$ cat config.mk
export PLATFORM = sky130hd
export DESIGN_NAME = reward
export DESIGN_NICKNAME = d
export VERILOG_FILES = /design/src/pktPkg.sv /design/src/nodePkg.sv /design/src/clusterTimer.sv /design/src/packetBuild.sv /design/src/packetSelect.sv /design/src/reward.sv /design/src/rewardFsm.sv
export SDC_FILE = /design/constraint.sdc
export NUM_CORES = 1
export LEC_CHECK = 0
export BUFFER_PORTS_ARGS = -buffer_cell sky130_fd_sc_hd__buf_2
export CAP_MARGIN = 20
export CORE_AREA = 2 2 141 143
export CTS_CLUSTER_DIAMETER = 80
export DETAILED_ROUTE_END_ITERATION = 6
export DIE_AREA = 0 0 143 145
export PLACE_DENSITY = 0.76
export SETUP_SLACK_MARGIN = 0.05
export SLEW_MARGIN = 20
export SYNTH_ARGS = -nofsm -noshare
export SYNTH_HDL_FRONTEND = slang
export SYNTH_SLANG_ARGS = --single-unit
$ cat constraint.sdc
create_clock -name clk -period 2.6 [get_ports clk]
set_input_delay 0 -clock clk [delete_from_list [all_inputs] [get_ports clk]]
set_output_delay 0 -clock clk [all_outputs]
set_load 0.005 [all_outputs]
$ cat src/pktPkg.sv
package pktPkg;

    // every header field is one word wide
    localparam int WORD_W = 16;

    // broadcast goes to every neighbor
    localparam logic [WORD_W-1:0] BROADCAST_ID = 16'hFFFF;
    // the sink always sits at address 0
    localparam logic [WORD_W-1:0] SINK_ID = 16'd0;

    // packet type codes as they appear on air
    typedef enum logic [2:0] {
        HB   = 3'b000,
        CHE  = 3'b001,
        INV  = 3'b010,
        MR   = 3'b011,
        CHT  = 3'b100,
        DATA = 3'b101,
        SOS  = 3'b110,
        NONE = 3'b111
    } pktTypeT;

    // header of the packet that was just received
    typedef struct packed {
        pktTypeT           pktType;
        logic [WORD_W-1:0] sourceId;
        logic [WORD_W-1:0] sourceHops;
        logic [WORD_W-1:0] qValue;
        logic [WORD_W-1:0] energyLeft;
        logic [WORD_W-1:0] hopsFromCh;
        logic [WORD_W-1:0] chosenCh;
    } rxPktT;

    // outgoing header, adds destination and timeslot
    typedef struct packed {
        pktTypeT           pktType;
        logic [WORD_W-1:0] sourceId;
        logic [WORD_W-1:0] sourceHops;
        logic [WORD_W-1:0] qValue;
        logic [WORD_W-1:0] energyLeft;
        logic [WORD_W-1:0] hopsFromCh;
        logic [WORD_W-1:0] chosenCh;
        logic [WORD_W-1:0] destinationId;
        logic [WORD_W-1:0] timeslot;
    } txPktT;

endpackage

$ cat src/nodePkg.sv
package nodePkg;

    // countdown width, enough for the reload value
    localparam int TIMER_W = 4;
    // reload and reset value of the cluster-phase timer
    localparam logic [TIMER_W-1:0] TIMEOUT_INIT = 4'd10;
    // invitations stop rippling at this distance from the CH
    localparam logic [pktPkg::WORD_W-1:0] MAX_CH_HOPS = 16'd4;

    // own node state as kept by the node info block
    typedef struct packed {
        logic [pktPkg::WORD_W-1:0] myNodeId;
        logic [pktPkg::WORD_W-1:0] hopsFromSink;
        logic [pktPkg::WORD_W-1:0] myQValue;
        logic [pktPkg::WORD_W-1:0] myEnergy;
        // 1 when this node is a cluster head
        logic                      role;
        logic                      lowEnergy;
        logic [pktPkg::WORD_W-1:0] timeslot;
        logic [pktPkg::WORD_W-1:0] chosenCh;
        logic [pktPkg::WORD_W-1:0] hopsFromCh;
        logic [pktPkg::WORD_W-1:0] chosenHop;
    } nodeInfoT;

    // outcome of one decision, listed in priority order
    typedef enum logic [2:0] {
        HB_RIPPLE   = 3'd0,
        INV_RIPPLE  = 3'd1,
        MEMBER_REQ  = 3'd2,
        CH_TIMESLOT = 3'd3,
        CH_INVITE   = 3'd4,
        DATA_FWD    = 3'd5,
        DATA_OWN    = 3'd6,
        NO_TX       = 3'd7
    } txKindT;

endpackage

$ cat src/clusterTimer.sv
module clusterTimer (
    input  logic            clk,
    input  logic            nrst,
    input  logic            en,
    input  logic            idle,
    input  logic            decide,
    input  pktPkg::pktTypeT rxType,
    input  nodePkg::txKindT txKind,
    output logic            expired,
    output logic            hbLock
);

    logic [nodePkg::TIMER_W-1:0] count;
    logic                        countDown;
    logic                        reload;

    // runs only between decisions, after the first heartbeat
    assign countDown = idle && !en && hbLock && (count != '0);
    // a timeout packet restarts the wait
    assign reload = decide &&
        ((txKind == nodePkg::MEMBER_REQ) || (txKind == nodePkg::CH_TIMESLOT));

    assign expired = (count == '0);

    always_ff @(posedge clk or negedge nrst) begin
        if (!nrst) begin
            count <= nodePkg::TIMEOUT_INIT;
        end else if (reload) begin
            count <= nodePkg::TIMEOUT_INIT;
        end else if (countDown) begin
            count <= count - 1'b1;
        end
    end

    // lock blocks duplicate heartbeat ripples
    always_ff @(posedge clk or negedge nrst) begin
        if (!nrst) begin
            hbLock <= 1'b0;
        end else if (decide) begin
            case (rxType)
                pktPkg::HB: begin
                    hbLock <= 1'b1;
                end
                // data traffic means the round moved on
                pktPkg::DATA: begin
                    hbLock <= 1'b0;
                end
                default: begin
                    hbLock <= hbLock;
                end
            endcase
        end
    end

    // count stays within its reload range
    countInRange: assert property (@(posedge clk) disable iff (!nrst)
        count <= nodePkg::TIMEOUT_INIT);

endmodule

$ cat src/packetBuild.sv
module packetBuild (
    input  logic              clk,
    input  logic              nrst,
    input  logic              decide,
    input  nodePkg::txKindT   txKind,
    input  pktPkg::rxPktT     rxPkt,
    input  nodePkg::nodeInfoT node,
    output pktPkg::txPktT     txPkt
);

    pktPkg::txPktT           nextPkt;
    logic                    nextSink;
    logic [pktPkg::WORD_W-1:0] dataDest;
    pktPkg::pktTypeT         dataType;

    // one hop from the sink sends straight to it
    assign nextSink = (node.hopsFromSink == 16'd1);
    assign dataDest = nextSink ? pktPkg::SINK_ID : node.chosenHop;
    assign dataType = node.lowEnergy ? pktPkg::SOS : pktPkg::DATA;

    always_comb begin
        // unnamed fields stay zero
        nextPkt          = '0;
        nextPkt.pktType  = pktPkg::NONE;
        nextPkt.timeslot = node.timeslot;
        case (txKind)
            nodePkg::HB_RIPPLE: begin
                nextPkt.pktType       = pktPkg::HB;
                nextPkt.sourceId      = rxPkt.sourceId;
                nextPkt.qValue        = rxPkt.qValue;
                // one more hop away from the sink
                nextPkt.sourceHops    = node.hopsFromSink + 1'b1;
                nextPkt.energyLeft    = node.myEnergy;
                nextPkt.hopsFromCh    = '1;
                nextPkt.destinationId = pktPkg::BROADCAST_ID;
            end
            nodePkg::INV_RIPPLE: begin
                // CH identity carried through unchanged
                nextPkt.pktType       = pktPkg::INV;
                nextPkt.sourceId      = rxPkt.sourceId;
                nextPkt.qValue        = rxPkt.qValue;
                nextPkt.energyLeft    = rxPkt.energyLeft;
                nextPkt.sourceHops    = node.hopsFromCh;
                nextPkt.hopsFromCh    = rxPkt.hopsFromCh + 1'b1;
                nextPkt.destinationId = pktPkg::BROADCAST_ID;
            end
            nodePkg::MEMBER_REQ: begin
                nextPkt.pktType       = pktPkg::MR;
                nextPkt.sourceId      = node.myNodeId;
                nextPkt.sourceHops    = node.hopsFromSink;
                nextPkt.qValue        = node.myQValue;
                nextPkt.energyLeft    = node.myEnergy;
                nextPkt.hopsFromCh    = node.hopsFromCh;
                // request goes to the chosen CH only
                nextPkt.chosenCh      = node.chosenCh;
                nextPkt.destinationId = node.chosenCh;
            end
            nodePkg::CH_TIMESLOT: begin
                nextPkt.pktType       = pktPkg::CHT;
                nextPkt.sourceId      = node.myNodeId;
                nextPkt.sourceHops    = node.hopsFromSink;
                nextPkt.qValue        = node.myQValue;
                nextPkt.energyLeft    = node.myEnergy;
                nextPkt.chosenCh      = node.myNodeId;
                nextPkt.destinationId = pktPkg::BROADCAST_ID;
            end
            nodePkg::CH_INVITE: begin
                // CH is zero hops from itself
                nextPkt.pktType       = pktPkg::INV;
                nextPkt.sourceId      = node.myNodeId;
                nextPkt.sourceHops    = node.hopsFromSink;
                nextPkt.qValue        = node.myQValue;
                nextPkt.energyLeft    = node.myEnergy;
                nextPkt.hopsFromCh    = '0;
                nextPkt.destinationId = pktPkg::BROADCAST_ID;
            end
            nodePkg::DATA_FWD: begin
                nextPkt.pktType       = dataType;
                nextPkt.sourceId      = rxPkt.sourceId;
                nextPkt.sourceHops    = rxPkt.sourceHops;
                nextPkt.qValue        = rxPkt.qValue;
                nextPkt.energyLeft    = rxPkt.energyLeft;
                nextPkt.hopsFromCh    = rxPkt.hopsFromCh;
                nextPkt.chosenCh      = rxPkt.chosenCh;
                nextPkt.destinationId = dataDest;
            end
            nodePkg::DATA_OWN: begin
                nextPkt.pktType       = dataType;
                nextPkt.sourceId      = node.myNodeId;
                nextPkt.sourceHops    = node.hopsFromSink;
                nextPkt.qValue        = node.myQValue;
                nextPkt.energyLeft    = node.myEnergy;
                nextPkt.hopsFromCh    = node.hopsFromCh;
                // no CH needed right next to the sink
                nextPkt.chosenCh      = nextSink ? '0 : node.chosenCh;
                nextPkt.destinationId = dataDest;
            end
            default: begin
                nextPkt.pktType = pktPkg::NONE;
            end
        endcase
    end

    // held through back-pressure, skipped when nothing is sent
    always_ff @(posedge clk or negedge nrst) begin
        if (!nrst) begin
            txPkt               <= '0;
            txPkt.pktType       <= pktPkg::NONE;
            txPkt.sourceId      <= '1;
            txPkt.sourceHops    <= '1;
            txPkt.hopsFromCh    <= '1;
            txPkt.destinationId <= pktPkg::BROADCAST_ID;
        end else if (decide && (txKind != nodePkg::NO_TX)) begin
            txPkt <= nextPkt;
        end
    end

    // a sent packet always carries a real type
    typeLoaded: assert property (@(posedge clk) disable iff (!nrst)
        (decide && (txKind != nodePkg::NO_TX)) |=> (txPkt.pktType != pktPkg::NONE));

endmodule

$ cat src/packetSelect.sv
module packetSelect (
    input  pktPkg::rxPktT     rxPkt,
    input  nodePkg::nodeInfoT node,
    input  logic              iHaveData,
    input  logic              iAmDestination,
    input  logic              expired,
    input  logic              hbLock,
    output nodePkg::txKindT   txKind
);

    logic rxHb;
    logic rxInv;
    logic rxData;
    logic invInRange;

    assign rxHb   = (rxPkt.pktType == pktPkg::HB);
    assign rxInv  = (rxPkt.pktType == pktPkg::INV);
    // data and SOS are forwarded the same way
    assign rxData = (rxPkt.pktType == pktPkg::DATA) || (rxPkt.pktType == pktPkg::SOS);

    // invitations die out four hops from the CH
    assign invInRange = (rxPkt.hopsFromCh < nodePkg::MAX_CH_HOPS);

    // first matching rule wins
    always_comb begin
        if (rxHb && !hbLock) begin
            txKind = nodePkg::HB_RIPPLE;
        end else if (rxInv && invInRange) begin
            txKind = nodePkg::INV_RIPPLE;
        end else if (expired && !node.role) begin
            // member gave up waiting for invitations
            txKind = nodePkg::MEMBER_REQ;
        end else if (expired && node.role) begin
            // CH gave up waiting for membership requests
            txKind = nodePkg::CH_TIMESLOT;
        end else if (node.role && hbLock) begin
            txKind = nodePkg::CH_INVITE;
        end else if (iAmDestination && rxData) begin
            txKind = nodePkg::DATA_FWD;
        end else if (iHaveData) begin
            txKind = nodePkg::DATA_OWN;
        end else begin
            txKind = nodePkg::NO_TX;
        end
    end

endmodule

$ cat src/reward.sv
module reward (
    input  logic             clk,
    input  logic             nrst,
    input  logic             en,
    input  logic             okToSend,
    input  logic             iHaveData,
    input  logic             iAmDestination,
    input  pktPkg::rxPktT    rxPkt,
    input  nodePkg::nodeInfoT node,
    output pktPkg::txPktT    txPkt,
    output logic             pktValid,
    output logic             rewardDone
);

    logic            idle;
    logic            decide;
    logic            expired;
    logic            hbLock;
    nodePkg::txKindT txKind;

    // sequencing and handshake
    rewardFsm i_rewardFsm (
        .clk        (clk),
        .nrst       (nrst),
        .en         (en),
        .okToSend   (okToSend),
        .txKind     (txKind),
        .idle       (idle),
        .decide     (decide),
        .pktValid   (pktValid),
        .rewardDone (rewardDone)
    );

    // heartbeat lock and phase timeout
    clusterTimer i_clusterTimer (
        .clk     (clk),
        .nrst    (nrst),
        .en      (en),
        .idle    (idle),
        .decide  (decide),
        .rxType  (rxPkt.pktType),
        .txKind  (txKind),
        .expired (expired),
        .hbLock  (hbLock)
    );

    // which packet to send, if any
    packetSelect i_packetSelect (
        .rxPkt          (rxPkt),
        .node           (node),
        .iHaveData      (iHaveData),
        .iAmDestination (iAmDestination),
        .expired        (expired),
        .hbLock         (hbLock),
        .txKind         (txKind)
    );

    // header fields, registered on decide
    packetBuild i_packetBuild (
        .clk    (clk),
        .nrst   (nrst),
        .decide (decide),
        .txKind (txKind),
        .rxPkt  (rxPkt),
        .node   (node),
        .txPkt  (txPkt)
    );

endmodule

$ cat src/rewardFsm.sv
module rewardFsm (
    input  logic            clk,
    input  logic            nrst,
    input  logic            en,
    input  logic            okToSend,
    input  nodePkg::txKindT txKind,
    output logic            idle,
    output logic            decide,
    output logic            pktValid,
    output logic            rewardDone
);

    typedef enum logic [1:0] {
        S_IDLE    = 2'd0,
        S_PROCESS = 2'd1,
        S_DONE    = 2'd2
    } stateT;

    stateT state;
    stateT stateNext;
    logic  sendIt;
    logic  handOff;

    // a real packet was picked this cycle
    assign sendIt  = decide && (txKind != nodePkg::NO_TX);
    // packet accepted by the MAC
    assign handOff = (state == S_DONE) && okToSend;

    assign idle   = (state == S_IDLE);
    // process lasts exactly one cycle, so this is a pulse
    assign decide = (state == S_PROCESS);

    always_comb begin
        stateNext = state;
        case (state)
            S_IDLE: begin
                if (en) begin
                    stateNext = S_PROCESS;
                end
            end
            S_PROCESS: begin
                // nothing to send goes straight back
                stateNext = sendIt ? S_DONE : S_IDLE;
            end
            S_DONE: begin
                // hold here until the MAC takes it
                if (okToSend) begin
                    stateNext = S_IDLE;
                end
            end
            default: begin
                stateNext = S_IDLE;
            end
        endcase
    end

    always_ff @(posedge clk or negedge nrst) begin
        if (!nrst) begin
            state      <= S_IDLE;
            pktValid   <= 1'b0;
            rewardDone <= 1'b0;
        end else begin
            state <= stateNext;
            // valid follows done entry and exit
            if (sendIt) begin
                pktValid <= 1'b1;
            end else if (handOff) begin
                pktValid <= 1'b0;
            end
            // one cycle after the hand-off
            rewardDone <= handOff;
        end
    end

    // done pulse never stretches
    doneIsPulse: assert property (@(posedge clk) disable iff (!nrst)
        rewardDone |=> !rewardDone);

    // valid only while waiting in done
    validInDone: assert property (@(posedge clk) disable iff (!nrst)
        pktValid |-> (state == S_DONE));

endmodule

Word-level counts from Yosys, hierarchy flattened
Cells that the tools add are included.
{"block": "classes", "n_mux": 24, "n_addsub": 3, "n_lt_le_gt_ge": 1, "reduce_logical": 32, "n_eq_ne": 15}
{"cell": "case mux 64 bit (4 select lines)", "n": 1}
{"cell": "case mux 16 bit (4 select lines)", "n": 2}
{"cell": "case mux 16 bit (3 select lines)", "n": 1}
{"cell": "adder 16 x 1 -> 16 bit (second input constant)", "n": 2}
{"cell": "two-way mux 16 bit", "n": 2}
{"cell": "two-way mux 3 bit", "n": 6}
{"cell": "== test 16 x 1 -> 1 bit (second input constant)", "n": 1}
{"cell": "less-than comparator 16 x 3 -> 1 bit (second input constant)", "n": 1}
{"cell": "== test 3 bit (second input constant)", "n": 5}
{"cell": "case mux 3 bit (5 select lines)", "n": 1}
{"cell": "logical AND 1 bit", "n": 12}
{"cell": "== test 3 x 2 -> 1 bit (second input constant)", "n": 3}
{"cell": "two-way mux 2 bit", "n": 4}
{"cell": "two-way mux 4 bit", "n": 2}
{"cell": "OR reduction 4 bit", "n": 2}
{"cell": "logical NOT 3 bit", "n": 2}
{"cell": "case mux 2 bit (3 select lines)", "n": 1}
{"cell": "nonzero test 2 bit", "n": 3}
{"cell": "OR reduction 2 bit", "n": 3}
{"cell": "logical NOT 4 bit", "n": 1}
{"cell": "!= test 2 bit (second input constant)", "n": 2}
{"cell": "AND reduction 2 bit", "n": 2}
{"cell": "nonzero test 4 bit", "n": 1}
{"cell": "subtractor 4 x 1 -> 4 bit (second input constant)", "n": 1}
{"cell": "9 further kinds", "n": 14}
{"block": "word_totals", "output_inout_bits": 133, "register_bits": 140, "inputBits": 235, "wordCells": 89}

Longest topological paths before layout
{"block": "logic_depth", "ltp_word": 13, "depth_mapped": 11, "depth_no_buf": 8}

Hierarchy
Synthesis repeated with hierarchy kept, for this count alone.
{"block": "unflattened", "hier_cells": 852, "area_unflattened_um2": 8011.4}
{"mod": "packetBuild", "seq_area_each_um2": 3362.0, "area_per_inst_um2": 7435.9, "n_inst": 1, "cells_per_inst": 790}
{"mod": "clusterTimer", "seq_area_each_um2": 127.6, "area_per_inst_um2": 285.3, "n_inst": 1, "cells_per_inst": 31}
{"mod": "rewardFsm", "seq_area_each_um2": 100.1, "area_per_inst_um2": 163.9, "n_inst": 1, "cells_per_inst": 14}
{"mod": "packetSelect", "seq_area_each_um2": 0.0, "area_per_inst_um2": 126.4, "n_inst": 1, "cells_per_inst": 17}

Worst setup path after synthesis
Ideal clock, no wire load.
{"block": "synth_path", "path_type": "flip-flop to flip-flop", "startpoint": "register i_clusterTimer.count[1] (netlist name)", "endpoint": "register i_rewardFsm.pktValid", "n_path_buf": 3, "setup_ps": 130, "required_time_ps": 2470, "synth_period_minus_slack_ps": 2357, "arrival_time_ps": 2227, "path_slack_ps": 243, "path_stages_with_launch": 11, "path_cell_list": "dfstp_2 > inv_1 > ha_1 > or3b_2 > buf_2 > nand2_1 > or2_2 > o21ai_2 > buf_2 > buf_2 > o21ai_0"}
{"block": "synth_via", "elab_chain_len": 9, "elab_cells_between_ends": 11, "classes_between": "eq/ne (1); mux (5); reduce/logical (5)"}
{"item": "start, declared", "line": "clusterTimer.sv:13", "text": "logic [nodePkg::TIMER_W-1:0] count;"}
{"item": "start signal, assigned", "line": "clusterTimer.sv:27", "text": "count <= nodePkg::TIMEOUT_INIT;"}
{"item": "start signal, assigned", "line": "clusterTimer.sv:29", "text": "count <= nodePkg::TIMEOUT_INIT;"}
{"item": "start signal, assigned", "line": "clusterTimer.sv:31", "text": "count <= count - 1'b1;"}
{"item": "logical NOT 4 bit (*)", "line": "clusterTimer.sv:23", "text": "assign expired = (count == '0);"}
{"item": "logical AND 1 bit", "line": "packetSelect.sv:33", "text": "end else if (expired && node.role) begin"}
{"item": "two-way mux 3 bit", "line": "packetSelect.sv:33"}
{"item": "two-way mux 3 bit (*)", "line": "packetSelect.sv:30", "text": "end else if (expired && !node.role) begin"}
{"item": "two-way mux 3 bit (*)", "line": "packetSelect.sv:28", "text": "end else if (rxInv && invInRange) begin"}
{"item": "two-way mux 3 bit (*)", "line": "packetSelect.sv:26", "text": "if (rxHb && !hbLock) begin"}
{"item": "!= test 3 bit (*)", "line": "rewardFsm.sv:25", "text": "assign sendIt = decide && (txKind != nodePkg::NO_TX);"}
{"item": "logical AND 1 bit (*)", "line": "rewardFsm.sv:25"}
{"item": "two-way mux 1 bit or nonzero test 2 bit (tied branches)"}
{"item": "end signal, assigned", "line": "rewardFsm.sv:60", "text": "pktValid <= 1'b0;"}
{"item": "end signal, assigned", "line": "rewardFsm.sv:66", "text": "pktValid <= 1'b1;"}
{"item": "end signal, assigned", "line": "rewardFsm.sv:68", "text": "pktValid <= 1'b0;"}
{"item": "end, declared", "line": "rewardFsm.sv:9", "text": "output logic pktValid,"}
Mark *: on every way between the ends. The rest lies on a longest branch, timed or not.
A chain may end at the register's enable or synchronous reset.

Worst setup path in the final report
{"block": "layout_path", "startpoint": "register i_clusterTimer.count[1] (netlist name)", "endpoint": "register i_packetBuild.txPkt[97] (netlist name)"}
{"block": "layout_via", "elab_chain_len": 9, "elab_cells_between_ends": 18, "classes_between": "eq/ne (7); mux (5); reduce/logical (6)"}
{"item": "logical NOT 4 bit (*)", "line": "clusterTimer.sv:23"}
{"item": "logical AND 1 bit", "line": "packetSelect.sv:33"}
{"item": "two-way mux 3 bit", "line": "packetSelect.sv:33"}
{"item": "two-way mux 3 bit (*)", "line": "packetSelect.sv:30"}
{"item": "two-way mux 3 bit (*)", "line": "packetSelect.sv:28"}
{"item": "two-way mux 3 bit (*)", "line": "packetSelect.sv:26"}
{"item": "== test 3 x 2 -> 1 bit or == test 3 bit (tied branches)", "line": "packetBuild.sv:26", "text": "case (txKind)"}
{"item": "OR reduction 4 bit (no source line)"}
{"item": "case mux 64 bit (4 select lines)", "line": "packetBuild.sv:26"}
Marks and branches as above.

==> reports/summary.txt <==
critical path data required time: 2.93 ns
drt initial violations: 731
standard-cell rows: 51
Hold Crit Class: in2reg
Power Total: 11.2 mW
H-tree depth: 4
Max-Cap Viols: 0
Post-Synthesis Cells: 828
max incr delay on CP: 0.54 ns
crit path cell chain: inv_1 -> ha_1 -> or3b_4 -> nand2_2 -> or2_2 -> and2_2 -> buf_4 -> a221oi_1 -> o21ai_0
synth top area cells: dfstp_2, dfrtp_1, nand2_1, a22oi_1, a21oi_1
area grow syn2layout: 71.2%
number of I/O pins: 368
initial antenna violation count: 0
ant diodes: 0
post-DP HPWL: 19.6 mm
Tcrit/Tclk final: 96.1%
Antenna Nets Post-Route: 0
Post-synth EDFFs: 0
First-pass DRT Iterations: 6
Crit Reg-Reg Startpoint: i_clusterTimer.count[1]
CP max stage cell: dfstp_2
wl on met1: 12.2 mm
global-route usage over all layers: 31.1%
met3 WL: 3.33 mm
Final Setup Violations: 0
setup ws final: 0.102 ns
relative slew slack: 40.7%
DR top layer: met4
Skew-Pair Late Insertion Delay: 0.42 ns
first-pass GRT wire length: 50.8 mm
warnings from Yosys: 0
dpl cells: 1430
Setup crit start kind: flip-flop
port bufs: 367
WP data arrival: 2.83 ns
Root Driver: clkbuf_16
syn nets: 1068
GPL Wtd Cong: 0.852
DRC errors left: 0
critical path capture point type: flip-flop
worst reg2reg path endpoint: i_packetBuild.txPkt[97]
path depth of the worst reg2reg path: 9
die height: 145 µm
Finished Layout Cells: 1693
worst-case clock buffer depth: 2
Commonest cells post-synth: nand2_1, nor2_1, a21oi_1, dfrtp_1, dfstp_2
Core ar.: 19200 µm²
post-synthesis register bit count: 140
largest net degree at the start of global routing: 65
Async SR Flop Fraction: 100%
CP startpoint: i_clusterTimer.count[1]
RSZ-0062 raised after global routing: yes
skew final: 0.00814 ns
die area: 20700 µm²
top cell type by total area after synthesis: dfstp_2
Clock transition at path regs: 0.07 ns
Final Max Slew Viols: 0
Design Area, Final: 12500 µm²
Seq/Total Area, Yosys: 49.1%
Mean Syn Cell Area: 8.82 µm²
Via density: 5.54
Max Fclk: 400 MHz
total number of vias: 9378
Syn Std Cell Area: 7300 µm²
grt total ovfl: 0
WL/cell: 19.7 µm
Fin. Hold Viols: 0
dpl cell area: 9540 µm²
outcome: complete, no violations
Cell Pwr Density: 899 nW/µm²
vias in the first global route: 9587
initial core utilization: 38.0%
maximum vdd drop: 0.000539 V
Tightest Pin Transition: 0.888 ns
Final min period: 2.50 ns
Final #Nets: 1655
Pleak: 5.62 nW
count leader, synth: nand2_1
cts bufs inserted: 17
routed wire length: 33.4 mm
share of cells above drive strength 1: 38.2%
pre-CTS WS: 0.0833 ns
met2 routed WL: 16.1 mm
Worst Path Class, Setup: reg2reg
R2R setup slack: 0.10 ns
crit-path max FO: 20
Yosys cell types: 52
TritonCTS clock tree: built
CP Capture Point: i_packetBuild.txPkt[97]
Synth top area share: 24.8%
Clock Sinks: 140
top_reg_cell synth: dfrtp_1
die span in x: 143 µm
## routing by layer
layer	GRT usage [%]	vias up
met2	50.3	743
met3	7.95	161
met5	0	-
met4	17.3	0
met1	37.4	4350
li1	-	4124
## final cells by class
class	instances	area, µm²
flip-flops and latches	140	3590
repair buffers	624	4460
multi-input cells	622	3500
inverters	10	37.5
fillers	1441	6700
clock buffers	20	457
clock inverters	12	136
well taps	265	332
## logic make-up after synthesis
kind of cell               share of synthesized area [%]
AOI/OAI and AO/OA                                   22.4
muxes                                               2.47
DFF                                                 49.1
and+or+nand+nor                                     19.0
adders and majority gates                          0.856
xor gates and xnor gates                            2.04
buffers and inverters                               4.03
## through the flow
step           TNS (ns)  util [%]  hold WS [ns]
2_1_floorplan         0         -        -0.296
3_3_place_gp          0      49.7       -0.0394
3_5_place_dp          0      49.7       -0.0355
4_1_cts               0      64.5        0.0111
5_1_grt        -0.00138      65.1        0.0496
6_report              0      65.1        0.0305
## timing repair
action,in CTS,in global routing
endpoints found under the hold margin,227,0
resized for setup,0,10
setup endpoints to repair,0,84
hold buffers,226,0
setup buffers,0,4
## flip-flops by register name, summed over array words and instances, names as in the netlist
name / cells
i_clusterTimer.hbLock: 1
i_rewardFsm.pktValid: 1
i_rewardFsm.state: 2
i_clusterTimer.count: 4
i_rewardFsm.rewardDone: 1
i_packetBuild.txPkt: 131
## where the power goes
group	total [mW]	internal [mW]	leakage, nW	switching, mW
logic	4.58	2.08	3.75	2.50
registers	4.17	3.56	1.59	0.607
clock network	2.49	1.47	0.283	1.01
total	11.2	7.12	5.62	4.12
## worst min-delay path by stage
stage / startpoint / end / slack [ns] / cells after the start
final: rxPkt[68] / i_packetBuild.txPkt[100] / 0.03 / 4
after global routing: rxPkt[68] / i_packetBuild.txPkt[100] / 0.05 / 4
after CTS: rxPkt[68] / i_packetBuild.txPkt[100] / 0.01 / 4
after detailed placement: nrst / i_packetBuild.txPkt[32] / -0.04 / 1
after global placement: nrst / i_packetBuild.txPkt[32] / -0.04 / 1
after floorplan: nrst / i_clusterTimer.count[0] / -0.30 / 0
## placed cells by master, fill, tap and decap left out, types with 22 or more instances in the layout
cell type	instances
a21oi_1	70
dfrtp_1	71
nand2_1	186
dlygate4sd3_1	226
dfstp_2	69
a31oi_1	40
buf_4	22
o21ai_0	49
buf_2	366
a22oi_1	50
nor2_1	75
## critical path, delay by kind of cell, from the launching register on
kind	cells	cell delay, ns
AND/OR/NAND/NOR	4	0.97
flip-flops	1	0.54
AO/OA/AOI/OAI	2	0.43
buffers and inverters	2	0.28
adder cells (fa/ha/maj)	1	0.19
(Power assumes the default switching activity.)
